==> config.mk <==
export PLATFORM = sky130hd
export DESIGN_NAME = rs_top
export DESIGN_NICKNAME = d
export VERILOG_FILES = /design/src/rtl/rs_pkg.sv /design/src/rtl/rs_top.sv /design/src/rtl/alu_unit.sv /design/src/rtl/issue_unit.sv /design/src/rtl/reservation_station.sv
export SDC_FILE = /design/constraint.sdc
export NUM_CORES = 2
export LEC_CHECK = 0
export BUFFER_PORTS_ARGS = -buffer_cell sky130_fd_sc_hd__clkbuf_2
export CAP_MARGIN = 30
export CORE_MARGIN = 5
export CORE_UTILIZATION = 58
export DETAILED_ROUTE_END_ITERATION = 12
export GPL_TIMING_DRIVEN = 0
export PLACE_DENSITY = 0.78
export SLEW_MARGIN = 25
export SYNTH_ARGS = -nofsm -noshare
export SYNTH_HDL_FRONTEND = slang
export SYNTH_HIERARCHICAL = 1
export SYNTH_SLANG_ARGS = --single-unit
==> constraint.sdc <==
create_clock -name clk -period 12.7 [get_ports clk]
set_input_delay 1.27 -clock clk [delete_from_list [all_inputs] [get_ports clk]]
set_output_delay 1.27 -clock clk [all_outputs]
set_load 0.05 [all_outputs]
==> src/rtl/rs_pkg.sv <==
package rs_pkg;

    // datapath and tag widths shared by the whole issue path
    localparam int XLEN        = 32;  // integer register width
    localparam int ROB_TAG_LEN = 5;   // physical tag width, enough for 32 in-flight results
    localparam int NUM_ENTRIES = 8;   // station depth, also the dispatcher's credit count
    localparam int ENTRY_WIDTH = 3;   // width of an entry index and of an age
    localparam int SHAMT_LEN   = 5;   // shifts use only the low bits of the second operand

    // ALU function select, carried with each instruction from dispatch to the ALU
    typedef enum logic [2:0] {
        ALU_ADD,  // v1 + v2
        ALU_SUB,  // v1 - v2
        ALU_AND,
        ALU_OR,
        ALU_XOR,
        ALU_SLL,  // logical left shift of v1
        ALU_SRL,  // logical right shift of v1
        ALU_SLT   // signed less-than, gives 1 or 0
    } alu_func_t;

    // one reservation station slot
    // a source whose ready flag is clear holds a tag to wait on, and its value is filled in
    // by the broadcast that carries the same tag
    typedef struct packed {
        alu_func_t              func;
        logic [ROB_TAG_LEN-1:0] t1;      // tag of source one, only meaningful while not ready
        logic [ROB_TAG_LEN-1:0] t2;      // tag of source two
        logic                   ready1;
        logic                   ready2;
        logic [XLEN-1:0]        v1;      // operand value once ready1 is set
        logic [XLEN-1:0]        v2;
        logic [ROB_TAG_LEN-1:0] dst;     // tag broadcast with the result
        logic [ENTRY_WIDTH-1:0] bday;    // age, 0 is the oldest valid entry
        logic                   valid;
    } rs_entry_t;

endpackage
==> src/rtl/rs_top.sv <==
`timescale 1ns/1ns

module rs_top (
    input  logic                           clk,
    input  logic                           reset,
    // renamed instruction from the dispatcher, valid with load
    input  logic                           load,
    input  rs_pkg::alu_func_t              func,
    input  logic [rs_pkg::ROB_TAG_LEN-1:0] t1,
    input  logic [rs_pkg::ROB_TAG_LEN-1:0] t2,
    input  logic [rs_pkg::ROB_TAG_LEN-1:0] dst,
    input  logic                           ready1,
    input  logic                           ready2,
    input  logic [rs_pkg::XLEN-1:0]        v1,
    input  logic [rs_pkg::XLEN-1:0]        v2,
    output logic                           credit_return,  // one credit back to the dispatcher
    // result broadcast, always accepted downstream
    output logic                           result_valid,
    output logic [rs_pkg::ROB_TAG_LEN-1:0] result_tag,
    output logic [rs_pkg::XLEN-1:0]        result_value
);
    import rs_pkg::*;

    logic                   insn_ready;
    logic                   issue;
    logic [ROB_TAG_LEN-1:0] dst_tag;
    logic                   start;
    alu_func_t              func_out;
    logic [XLEN-1:0]        v1_out;
    logic [XLEN-1:0]        v2_out;
    logic                   wakeup;      // the broadcast also wakes the station
    logic [ROB_TAG_LEN-1:0] wakeup_tag;
    logic [XLEN-1:0]        result;

    reservation_station i_reservation_station (
        .clk           (clk),
        .reset         (reset),
        .load          (load),
        .func          (func),
        .t1            (t1),
        .t2            (t2),
        .dst           (dst),
        .ready1        (ready1),
        .ready2        (ready2),
        .v1            (v1),
        .v2            (v2),
        .issue         (issue),
        .wakeup        (wakeup),
        .wakeup_tag    (wakeup_tag),
        .wakeup_value  (result),
        .insn_ready    (insn_ready),
        .credit_return (credit_return),
        .dst_tag       (dst_tag),
        .start         (start),
        .func_out      (func_out),
        .v1_out        (v1_out),
        .v2_out        (v2_out)
    );

    issue_unit i_issue_unit (
        .clk        (clk),
        .reset      (reset),
        .insn_ready (insn_ready),
        .dst_tag    (dst_tag),
        .issue      (issue),
        .wakeup     (wakeup),
        .wakeup_tag (wakeup_tag)
    );

    alu_unit i_alu_unit (
        .clk      (clk),
        .reset    (reset),
        .start    (start),
        .func_out (func_out),
        .v1_out   (v1_out),
        .v2_out   (v2_out),
        .result   (result)
    );

    assign result_valid = wakeup;
    assign result_tag   = wakeup_tag;
    assign result_value = result;  // tag and value line up two cycles after issue

endmodule

==> src/rtl/alu_unit.sv <==
`timescale 1ns/1ns

module alu_unit (
    input  logic                    clk,
    input  logic                    reset,
    input  logic                    start,     // operands below are valid this cycle
    input  rs_pkg::alu_func_t       func_out,
    input  logic [rs_pkg::XLEN-1:0] v1_out,
    input  logic [rs_pkg::XLEN-1:0] v2_out,
    output logic [rs_pkg::XLEN-1:0] result     // one cycle after start, held until the next
);
    import rs_pkg::*;

    logic [XLEN-1:0]      alu_out;  // combinational result of the current operands
    logic [SHAMT_LEN-1:0] shamt;    // shift distance
    logic                 less;     // signed compare for SLT

    assign shamt = v2_out[SHAMT_LEN-1:0];
    assign less  = $signed(v1_out) < $signed(v2_out);

    always_comb begin
        case (func_out)
            ALU_ADD: alu_out = v1_out + v2_out;
            ALU_SUB: alu_out = v1_out - v2_out;
            ALU_AND: alu_out = v1_out & v2_out;
            ALU_OR:  alu_out = v1_out | v2_out;
            ALU_XOR: alu_out = v1_out ^ v2_out;
            ALU_SLL: alu_out = v1_out << shamt;
            ALU_SRL: alu_out = v1_out >> shamt;  // zero fill from the top
            ALU_SLT: alu_out = {{(XLEN - 1){1'b0}}, less};
            default: alu_out = '0;
        endcase
    end

    // result register, it only moves on start so the broadcast cycle sees a stable value
    always_ff @(posedge clk) begin
        if (reset) begin
            result <= '0;
        end else if (start) begin
            result <= alu_out;
        end
    end

endmodule

==> src/rtl/issue_unit.sv <==
`timescale 1ns/1ns

module issue_unit (
    input  logic                           clk,
    input  logic                           reset,
    input  logic                           insn_ready,  // station has an entry with both operands
    input  logic [rs_pkg::ROB_TAG_LEN-1:0] dst_tag,     // destination of the entry being selected
    output logic                           issue,
    output logic                           wakeup,      // broadcast valid, also the result valid
    output logic [rs_pkg::ROB_TAG_LEN-1:0] wakeup_tag
);
    import rs_pkg::*;

    // stage one lines up with the station's operand registers, stage two with the ALU result
    logic                   op_valid;
    logic [ROB_TAG_LEN-1:0] op_tag;

    // the ALU accepts a new operation every cycle, so nothing ever holds an issue back
    assign issue = insn_ready;

    // valid bits of both stages
    always_ff @(posedge clk) begin
        if (reset) begin
            op_valid <= 1'b0;
            wakeup   <= 1'b0;
        end else begin
            op_valid <= issue;     // high together with start
            wakeup   <= op_valid;  // high while result holds this operation's value
        end
    end

    // tag pipeline
    // a tag only moves with its valid bit, so an idle cycle leaves the last tag in place
    always_ff @(posedge clk) begin
        if (issue) begin
            op_tag <= dst_tag;
        end
        if (op_valid) begin
            wakeup_tag <= op_tag;
        end
    end

endmodule

==> src/rtl/reservation_station.sv <==
`timescale 1ns/1ns

module reservation_station (
    input  logic                           clk,
    input  logic                           reset,
    // dispatch side, one instruction per cycle with load
    input  logic                           load,
    input  rs_pkg::alu_func_t              func,
    input  logic [rs_pkg::ROB_TAG_LEN-1:0] t1,
    input  logic [rs_pkg::ROB_TAG_LEN-1:0] t2,
    input  logic [rs_pkg::ROB_TAG_LEN-1:0] dst,
    input  logic                           ready1,
    input  logic                           ready2,
    input  logic [rs_pkg::XLEN-1:0]        v1,
    input  logic [rs_pkg::XLEN-1:0]        v2,
    // issue decision and result broadcast
    input  logic                           issue,
    input  logic                           wakeup,
    input  logic [rs_pkg::ROB_TAG_LEN-1:0] wakeup_tag,
    input  logic [rs_pkg::XLEN-1:0]        wakeup_value,
    output logic                           insn_ready,     // some entry can issue this cycle
    output logic                           credit_return,  // one slot freed at the next edge
    output logic [rs_pkg::ROB_TAG_LEN-1:0] dst_tag,        // destination of the selected entry
    // operands to the ALU, registered one cycle after issue
    output logic                           start,
    output rs_pkg::alu_func_t              func_out,
    output logic [rs_pkg::XLEN-1:0]        v1_out,
    output logic [rs_pkg::XLEN-1:0]        v2_out
);
    import rs_pkg::*;

    rs_entry_t entries [NUM_ENTRIES];

    logic [ENTRY_WIDTH:0]   num_used;         // valid entries, can reach NUM_ENTRIES
    logic [ENTRY_WIDTH:0]   num_after_issue;  // occupancy once the issuing entry leaves
    logic [ENTRY_WIDTH-1:0] load_bday;        // age given to the incoming instruction
    logic [ENTRY_WIDTH-1:0] free_idx;         // lowest invalid slot
    logic [NUM_ENTRIES-1:0] wake1;            // source one of entry i matches the broadcast
    logic [NUM_ENTRIES-1:0] wake2;
    logic [NUM_ENTRIES-1:0] ready_flags;      // entry i has both operands this cycle
    logic [ENTRY_WIDTH-1:0] sel_idx;          // oldest ready entry
    logic [ENTRY_WIDTH-1:0] sel_bday;         // its age, younger entries move up behind it
    logic                   load_wake1;       // incoming source one is being broadcast now
    logic                   load_wake2;

    // occupancy count, ages run 0 .. num_used-1 so this is also the next free age
    always_comb begin
        num_used = '0;
        for (int i = 0; i < NUM_ENTRIES; i++) begin
            if (entries[i].valid) begin
                num_used = num_used + 1'b1;
            end
        end
    end

    // an issue in the same cycle shifts every younger age down by one, so the new entry
    // lands one place earlier
    assign num_after_issue = issue ? num_used - 1'b1 : num_used;
    assign load_bday       = num_after_issue[ENTRY_WIDTH-1:0];  // never 8 while a credit is held

    // lowest free slot, scanning down so the smallest index is the last one written
    always_comb begin
        free_idx = '0;
        for (int i = NUM_ENTRIES - 1; i >= 0; i--) begin
            if (!entries[i].valid) begin
                free_idx = ENTRY_WIDTH'(i);
            end
        end
    end

    // wakeup match per entry
    // a source that is already ready holds a value, and its stale tag must not match
    always_comb begin
        for (int i = 0; i < NUM_ENTRIES; i++) begin
            wake1[i] = wakeup && entries[i].valid && !entries[i].ready1
                       && (entries[i].t1 == wakeup_tag);
            wake2[i] = wakeup && entries[i].valid && !entries[i].ready2
                       && (entries[i].t2 == wakeup_tag);
            ready_flags[i] = entries[i].valid
                             && (entries[i].ready1 || wake1[i])
                             && (entries[i].ready2 || wake2[i]);
        end
    end

    // age-ordered select, ages are unique among valid entries so the smallest wins outright
    always_comb begin
        sel_idx  = '0;
        sel_bday = '1;
        for (int i = 0; i < NUM_ENTRIES; i++) begin
            if (ready_flags[i] && (entries[i].bday <= sel_bday)) begin
                sel_idx  = ENTRY_WIDTH'(i);
                sel_bday = entries[i].bday;
            end
        end
    end

    assign insn_ready    = |ready_flags;
    assign dst_tag       = entries[sel_idx].dst;  // sampled by the issue unit only when issuing
    assign credit_return = issue;                 // slot is reusable from the next edge

    // incoming instruction sees the broadcast of the same cycle, else it would miss its tag
    assign load_wake1 = wakeup && !ready1 && (t1 == wakeup_tag);
    assign load_wake2 = wakeup && !ready2 && (t2 == wakeup_tag);

    // entry storage, only the valid bits need a defined value after reset
    always_ff @(posedge clk) begin
        if (reset) begin
            for (int i = 0; i < NUM_ENTRIES; i++) begin
                entries[i].valid <= 1'b0;
            end
        end else begin
            // capture broadcast values into waiting sources
            for (int i = 0; i < NUM_ENTRIES; i++) begin
                if (wake1[i]) begin
                    entries[i].ready1 <= 1'b1;
                    entries[i].v1     <= wakeup_value;
                end
                if (wake2[i]) begin
                    entries[i].ready2 <= 1'b1;
                    entries[i].v2     <= wakeup_value;
                end
            end

            if (issue) begin
                entries[sel_idx].valid <= 1'b0;  // the issued slot leaves at this edge
                for (int i = 0; i < NUM_ENTRIES; i++) begin
                    if (entries[i].valid && (entries[i].bday > sel_bday)) begin
                        entries[i].bday <= entries[i].bday - 1'b1;  // close the gap
                    end
                end
            end

            // the free slot is invalid, so none of the updates above touch its fields
            if (load) begin
                entries[free_idx] <= '{
                    func:   func,
                    t1:     t1,
                    t2:     t2,
                    ready1: ready1 || load_wake1,
                    ready2: ready2 || load_wake2,
                    v1:     load_wake1 ? wakeup_value : v1,
                    v2:     load_wake2 ? wakeup_value : v2,
                    dst:    dst,
                    bday:   load_bday,
                    valid:  1'b1
                };
            end
        end
    end

    // operand registers, a source woken this cycle takes the broadcast value directly
    always_ff @(posedge clk) begin
        if (issue) begin
            func_out <= entries[sel_idx].func;
            v1_out   <= wake1[sel_idx] ? wakeup_value : entries[sel_idx].v1;
            v2_out   <= wake2[sel_idx] ? wakeup_value : entries[sel_idx].v2;
        end
    end

    // start marks the cycle in which the ALU operands are fresh
    always_ff @(posedge clk) begin
        if (reset) begin
            start <= 1'b0;
        end else begin
            start <= issue;
        end
    end

endmodule

* Word level (Yosys, flattened, before mapping)
Memories as Yosys holds them, arrays and structs flattened.
Index checks and enable logic that the tools add are counted.
** Storage, ports and cells
- Memories :: 1
- Register bits after elaboration :: 111
- ROM bits :: 0
- Output and inout bits :: 39
- Logic and storage cells :: 318
- Bits of input ports :: 87
- Bits in latches :: 0
- RAM bits :: 704
** Operators by class
- $add $sub $neg :: 18
- $mul :: 0
- Shifts and indexed selects :: 2
- Bitwise operators :: 3
- Div/mod/pow operators :: 0
- Muxes and demuxes :: 129
- Equality and inequality tests :: 25
- Magnitude comparators :: 18
- Reductions and logical operators :: 114
** Memories
- i_reservation_station.entries :: words 8, width 88, read ports 9, clocked after Yosys merged registers in 0, write ports 10, RTL line reservation_station.sv:32 : rs_entry_t entries [NUM_ENTRIES];
** Operator list (number)
- $pmux 32 s8 :: 1
- $mux 32 :: 4
- $mux 1 :: 92
- $eq 5x5->1 :: 18
- $mux 3 :: 27
- $logic_and 1x1->1 :: 76
- $add 32x32->32 :: 1
- $and 32x32->32 :: 1
- $lt 32x32->1 :: 1
- $or 32x32->32 :: 1
- $shl 32x5->32 :: 1
- $shr 32x5->32 :: 1
- $sub 32x32->32 :: 1
- $xor 32x32->32 :: 1
- $sub 3x1->3 const B :: 9
- $gt 3x3->1 :: 8
- $le 3x3->1 :: 7
- $logic_not 1->1 :: 18
- $logic_or 1x1->1 :: 18
- $add 3x1->3 const B :: 5
- $eq 3x3->1 const B :: 4
- $reduce_or 8->1 :: 1
- $bmux 1 s3 :: 2
- $eq 3x2->1 const B :: 2
- other kinds (7) :: 9

* Depth between registers and ports, before layout
An unclocked memory read counts as a cell.
- Depth after elaboration :: 36
- Depth in mapped cells :: 66
- Depth with buffers taken out :: 60

* Hierarchy
Netlist, hierarchy kept.
** By module, submodules not included
- reservation_station :: times used 1, seq. area each 22932.0 um^2, area an instance 38624.5 um^2, cells each 2771
- alu_unit :: times used 1, seq. area each 640.6 um^2, area an instance 9350.2 um^2, cells each 1378
- issue_unit :: times used 1, seq. area each 340.3 um^2, area an instance 360.3 um^2, cells each 15

* Worst setup path after synthesis
No wires, ideal clock.
- Path type :: reg2reg
- From :: reg i_issue_unit/wakeup_tag[3] (netlist bit)
- To :: mem i_reservation_station/entries[1][1] (netlist bit) (enable)
- Path slack :: -1549 ps
- Period minus slack after synthesis :: 14249 ps
- Data required time :: 12415 ps
- Arrival :: 13964 ps
- Path buffers :: 6
- Cell stages (with the launch flop) :: 62
- Library setup time :: 285 ps
- Path through :: edfxtp_1 > buf_4 > xor2_1 > nor4_2 > a32oi_1 > a21o_1 > nand2b_1 > ha_1 > or2_1 > maj3_2 > maj3_2 > a211o_1 > and3_1 > or2_2 > ha_1 > a211oi_1 > o221ai_1 > nor2b_1 > (+26 left out) > o21ai_1 > mux2_2 > ha_1 > nor2_1 > inv_1 > nand2_1 > a2111oi_0 > or3_1 > buf_2 > a21oi_2 > buf_2 > clkbuf_1 > o21ai_0 > ha_1 > nor2_1 > maj3_1 > a41oi_1 > o21ai_0
** RTL lines
- start: declaration :: RTL line issue_unit.sv:10 : output logic [rs_pkg::ROB_TAG_LEN-1:0] wakeup_tag
- start signal: assignment :: RTL line issue_unit.sv:39 : wakeup_tag <= op_tag;
- end: declaration :: RTL line reservation_station.sv:32

==> out/metrics.cfg <==
[setup_path]
timing.critical_path.to_type = flip-flop
worst_path_most_repeated_cell = sky130_fd_sc_hd__ha_4
startpoint_type = flip-flop
crit_path_top_delay_cell = sky130_fd_sc_hd__edfxtp_1
arrival_ns = 13.22
peak_per_stage_delay_on_the_critical_path_ns = 0.42
critical_path_class = flip-flop to flip-flop
cp.required_ns = 13.04
worst_r2r_startpoint = i_issue_unit/wakeup_tag[1]$_DFFE_PP_
critical_path.max_fanout = 10
timing.critical_path.from = i_issue_unit/wakeup_tag[1]$_DFFE_PP_

[floorplan]
die_width_um = 299
dieHeight_um = 299
core_region_area_um2 = 82400
initial_core_util_pct = 58.7
design.die.area_um2 = 89200
top_level_ports = 126
rows = 105

[synth]
synth-compound-area-share_pct = 14.0
synth.area.mux_share_pct = 17.4
synth_cell_type_count = 109
synth_area_per_cell_um2 = 11.6
synth_fa_ha_area_share_pct = 3.84
synthesis.yosys.warnings = 6
share_of_async_settable_or_async_resettable_flops_after_synthesis_pct = 0
post_synth_main_area_contributors = sky130_fd_sc_hd__edfxtp_1 47%, sky130_fd_sc_hd__mux2_2 13%, sky130_fd_sc_hd__ha_1 3.5%
postSynthCellCount = 4164
synth_area_um2 = 48300
synth_enable_flop_cells = 757
ys_seq_elements = 816
synthSimpleGateAreaFrac_pct = 8.53
synth_top_cell_area_share_pct = 47.0
largest_family_of_logic_cells_by_synthesized_area = multiplexers
seq_area_frac_synth_pct = 49.5
ys.flop_type = sky130_fd_sc_hd__edfxtp_1
synth_top_area_cell = sky130_fd_sc_hd__edfxtp_1
mappedNetlistNets = 4389
synth_xor_area_share_pct = 2.43

[route]
vias_per_cell = 7.25
detail-route-antenna-nets = 0
route.detailed.drc = 0
vias = 41038
detail_route.wirelength_um = 206000
drt_first_iter_violations = 6744
first_pass_iters = 10
route.detailed.wl_per_inst_um = 36.4

[placed_design]
place_worst_setup_slack_ns = -2.96
detailed_place_hpwl_um = 145000
buffer_ports.inserted = 125
placed_cells_incl_taps = 5391
gp_congestion = 1.15

[global_routing]
grt_pass1_wl_um = 285000
grt_max_degree = 41
overflow = 0
grt_use_total_pct = 44.2
initial_antenna_violation_count = 25
grt_pass1_vias = 39420

[clock_network]
htreeDepth = 3
clock_tree_from_tritoncts = yes
cts.reportedPaths.clkPinSlew_ns = 0.06
cts_num_sinks = 816
cts-hold-fix-buffers = 0
cts.root.buffer_cell = sky130_fd_sc_hd__clkbuf_16
clock_tree.buffer_depth = 3
tritoncts.num_buffers = 83
clkLatencyLatePin_ns = 0.67

[worst_hold_path]
min_path_type = flip-flop to flip-flop
hold_startpoint = i_issue_unit/op_tag[1]$_DFFE_PP_

[timing]
post-route-worst-setup-slack_ns = -0.179
hold_viol = 0
timing_worst_slew_pin_value_ns = 1.09
setup_viol = 56
grt_setup_unrepaired = yes
relSlewSlack_pct = 25.0
finalCriticalPeriod_ns = 12.88
max_slew_violation_total_from_the_final_report = 0
timing.clock.skew_ns = 0.0403
layout_worst_path_cycle_share_pct = 101
holdWs_ns = 0.432
clock.fmax_ghz = 0.0776

[power]
pwr_per_cell_area_nw_per_um2 = 146
max-vdd-ir-drop_v = 0.000131
power_mw = 8.19
power.leakage_nw = 21.4

[finish]
post_route_cells_drive_above_1_share_pct = 28.6
finalNetCount = 4723
finalNonFillerCells = 5657
area_delta_synth_final_pct = 16.4

[status]
result_of_the_run = complete, but fails checks
violations_in_the_final_reports = setup timing

[job]
maxCapViolations = 0

[per-layer routing]
layer	part of all wire, %	track usage, %
met1	32	52.1
met2	44	67.6
met3	14	13.7
met4	10	34.5
met5	0.018	0
[state kept, by name (all words and copies together) (netlist names)]
signal                          cells
i_reservation_station/v2_out       32
i_issue_unit/op_valid               1
i_alu_unit/result                  32
i_issue_unit/wakeup_tag             5
i_issue_unit/op_tag                 5
i_reservation_station/start         1
i_reservation_station/entries     704
i_issue_unit/wakeup                 1
i_reservation_station/v1_out       32
i_reservation_station/func_out      3
[power by group]
group / switching [mW] / internal (mW)
clock network: 1.07 / 1.45
registers: 0.198 / 3.11
logic: 1.52 / 0.827
[Yosys cell counts (16+ instances only)]
cell and number:
sky130_fd_sc_hd__nor2_1 229, sky130_fd_sc_hd__o22ai_1 26, sky130_fd_sc_hd__mux2i_1 82, sky130_fd_sc_hd__o21bai_1 16, sky130_fd_sc_hd__dfxtp_1 59, sky130_fd_sc_hd__nand3_1 38, sky130_fd_sc_hd__xor2_1 67, sky130_fd_sc_hd__ha_1 136
sky130_fd_sc_hd__mux2_2 567, sky130_fd_sc_hd__mux2_1 26, sky130_fd_sc_hd__a221oi_1 66, sky130_fd_sc_hd__and2_1 17, sky130_fd_sc_hd__inv_1 159, sky130_fd_sc_hd__nor3_1 63, sky130_fd_sc_hd__o211ai_1 104, sky130_fd_sc_hd__nand4_1 26
sky130_fd_sc_hd__a211o_1 17, sky130_fd_sc_hd__nand2b_1 17, sky130_fd_sc_hd__nor2b_1 20, sky130_fd_sc_hd__mux2_4 33, sky130_fd_sc_hd__a21o_1 29, sky130_fd_sc_hd__o21ai_0 158, sky130_fd_sc_hd__o2111ai_1 20, sky130_fd_sc_hd__xnor2_1 67
sky130_fd_sc_hd__a211oi_1 31, sky130_fd_sc_hd__edfxtp_1 757, sky130_fd_sc_hd__a22oi_1 51, sky130_fd_sc_hd__and4_1 21, sky130_fd_sc_hd__nor4_1 20, sky130_fd_sc_hd__buf_1 49, sky130_fd_sc_hd__clkbuf_1 169, sky130_fd_sc_hd__nand2_1 395
sky130_fd_sc_hd__mux4_2 19, sky130_fd_sc_hd__o21ai_1 18, sky130_fd_sc_hd__buf_2 64, sky130_fd_sc_hd__buf_6 18, sky130_fd_sc_hd__a221o_1 24, sky130_fd_sc_hd__a222oi_1 39, sky130_fd_sc_hd__a21oi_1 196
[through the flow]
step	area, µm²	setup TNS (ns)	utilization (%)
global placement	50500	-231.85	61.3
detailed placement	51200	-268.69	62.2
finish	56300	-5.52	68.3
floorplan	48500	0	-
CTS	55200	-5.02	67.0
global route	56200	-31.78	68.3
[placed cells by master, fill, tap and decap left out, types with 60 or more instances in the layout]
| master | instances |
|---|---|
| sky130_fd_sc_hd__a21oi_1 | 193 |
| sky130_fd_sc_hd__buf_4 | 81 |
| sky130_fd_sc_hd__clkbuf_1 | 161 |
| sky130_fd_sc_hd__clkbuf_16 | 90 |
| sky130_fd_sc_hd__clkbuf_2 | 138 |
| sky130_fd_sc_hd__edfxtp_1 | 757 |
| sky130_fd_sc_hd__ha_1 | 121 |
| sky130_fd_sc_hd__inv_1 | 158 |
| sky130_fd_sc_hd__mux2_2 | 559 |
| sky130_fd_sc_hd__mux2i_1 | 80 |
| sky130_fd_sc_hd__nand2_1 | 389 |
| sky130_fd_sc_hd__nor2_1 | 223 |
| sky130_fd_sc_hd__nor3_1 | 60 |
| sky130_fd_sc_hd__o211ai_1 | 104 |
| sky130_fd_sc_hd__o21ai_0 | 144 |
| sky130_fd_sc_hd__xnor2_1 | 64 |
| sky130_fd_sc_hd__xor2_1 | 66 |
[repair_timing]
action                     CTS  global route
buffers inserted            48            34
cloned                       2             5
gates resized for setup    168           156
setup endpoints to repair  104           101
pin swaps                   53            71
[cell type report]
class	count	area, µm²
inverters	164	616
plain buffers	310	1840
flip-flops and latches	816	23900
diodes	20	50.0
repair buffers	254	2260
multi-input cells	2869	23500
well taps	1070	1340
clock inverters	52	609
clock buffers	102	2180
fillers	5727	26100
[cells by family (layout without fill, tap and decap cells)]
family                     after synthesis  count (layout)
buffers and inverters                  479             882
DFF                                    816             816
muxes                                  727             727
AOI/OAI and AO/OA                      953             953
other                                    0              20
and+or+nand+nor                        906             906
xor gates and xnor gates               134             134
adders and majority gates              149             149
[path summary, 6_finish.rpt]
check	to	slack, ns	cells past startpoint
setup / recovery	i_reservation_station/entries[2][3]$_DFFE_PP_	-0.18	62
setup reg to reg	i_reservation_station/entries[2][3]$_DFFE_PP_	-0.18	62
hold / removal	i_issue_unit/wakeup_tag[1]$_DFFE_PP_	0.43	0
hold reg to reg	i_issue_unit/wakeup_tag[1]$_DFFE_PP_	0.43	0
[critical path, delay by kind of cell, from the launching register on]
kind | cells | cell delay (ns)
and+or+nand+nor | 17 | 2.37
muxes | 4 | 1.31
adders and majority gates | 11 | 2.83
AOI/OAI and AO/OA | 22 | 4.22
xor gates and xnor gates | 1 | 0.21
buffers and inverters | 7 | 1.13
DFF | 1 | 0.42
Power figures use the tool's default switching activity.
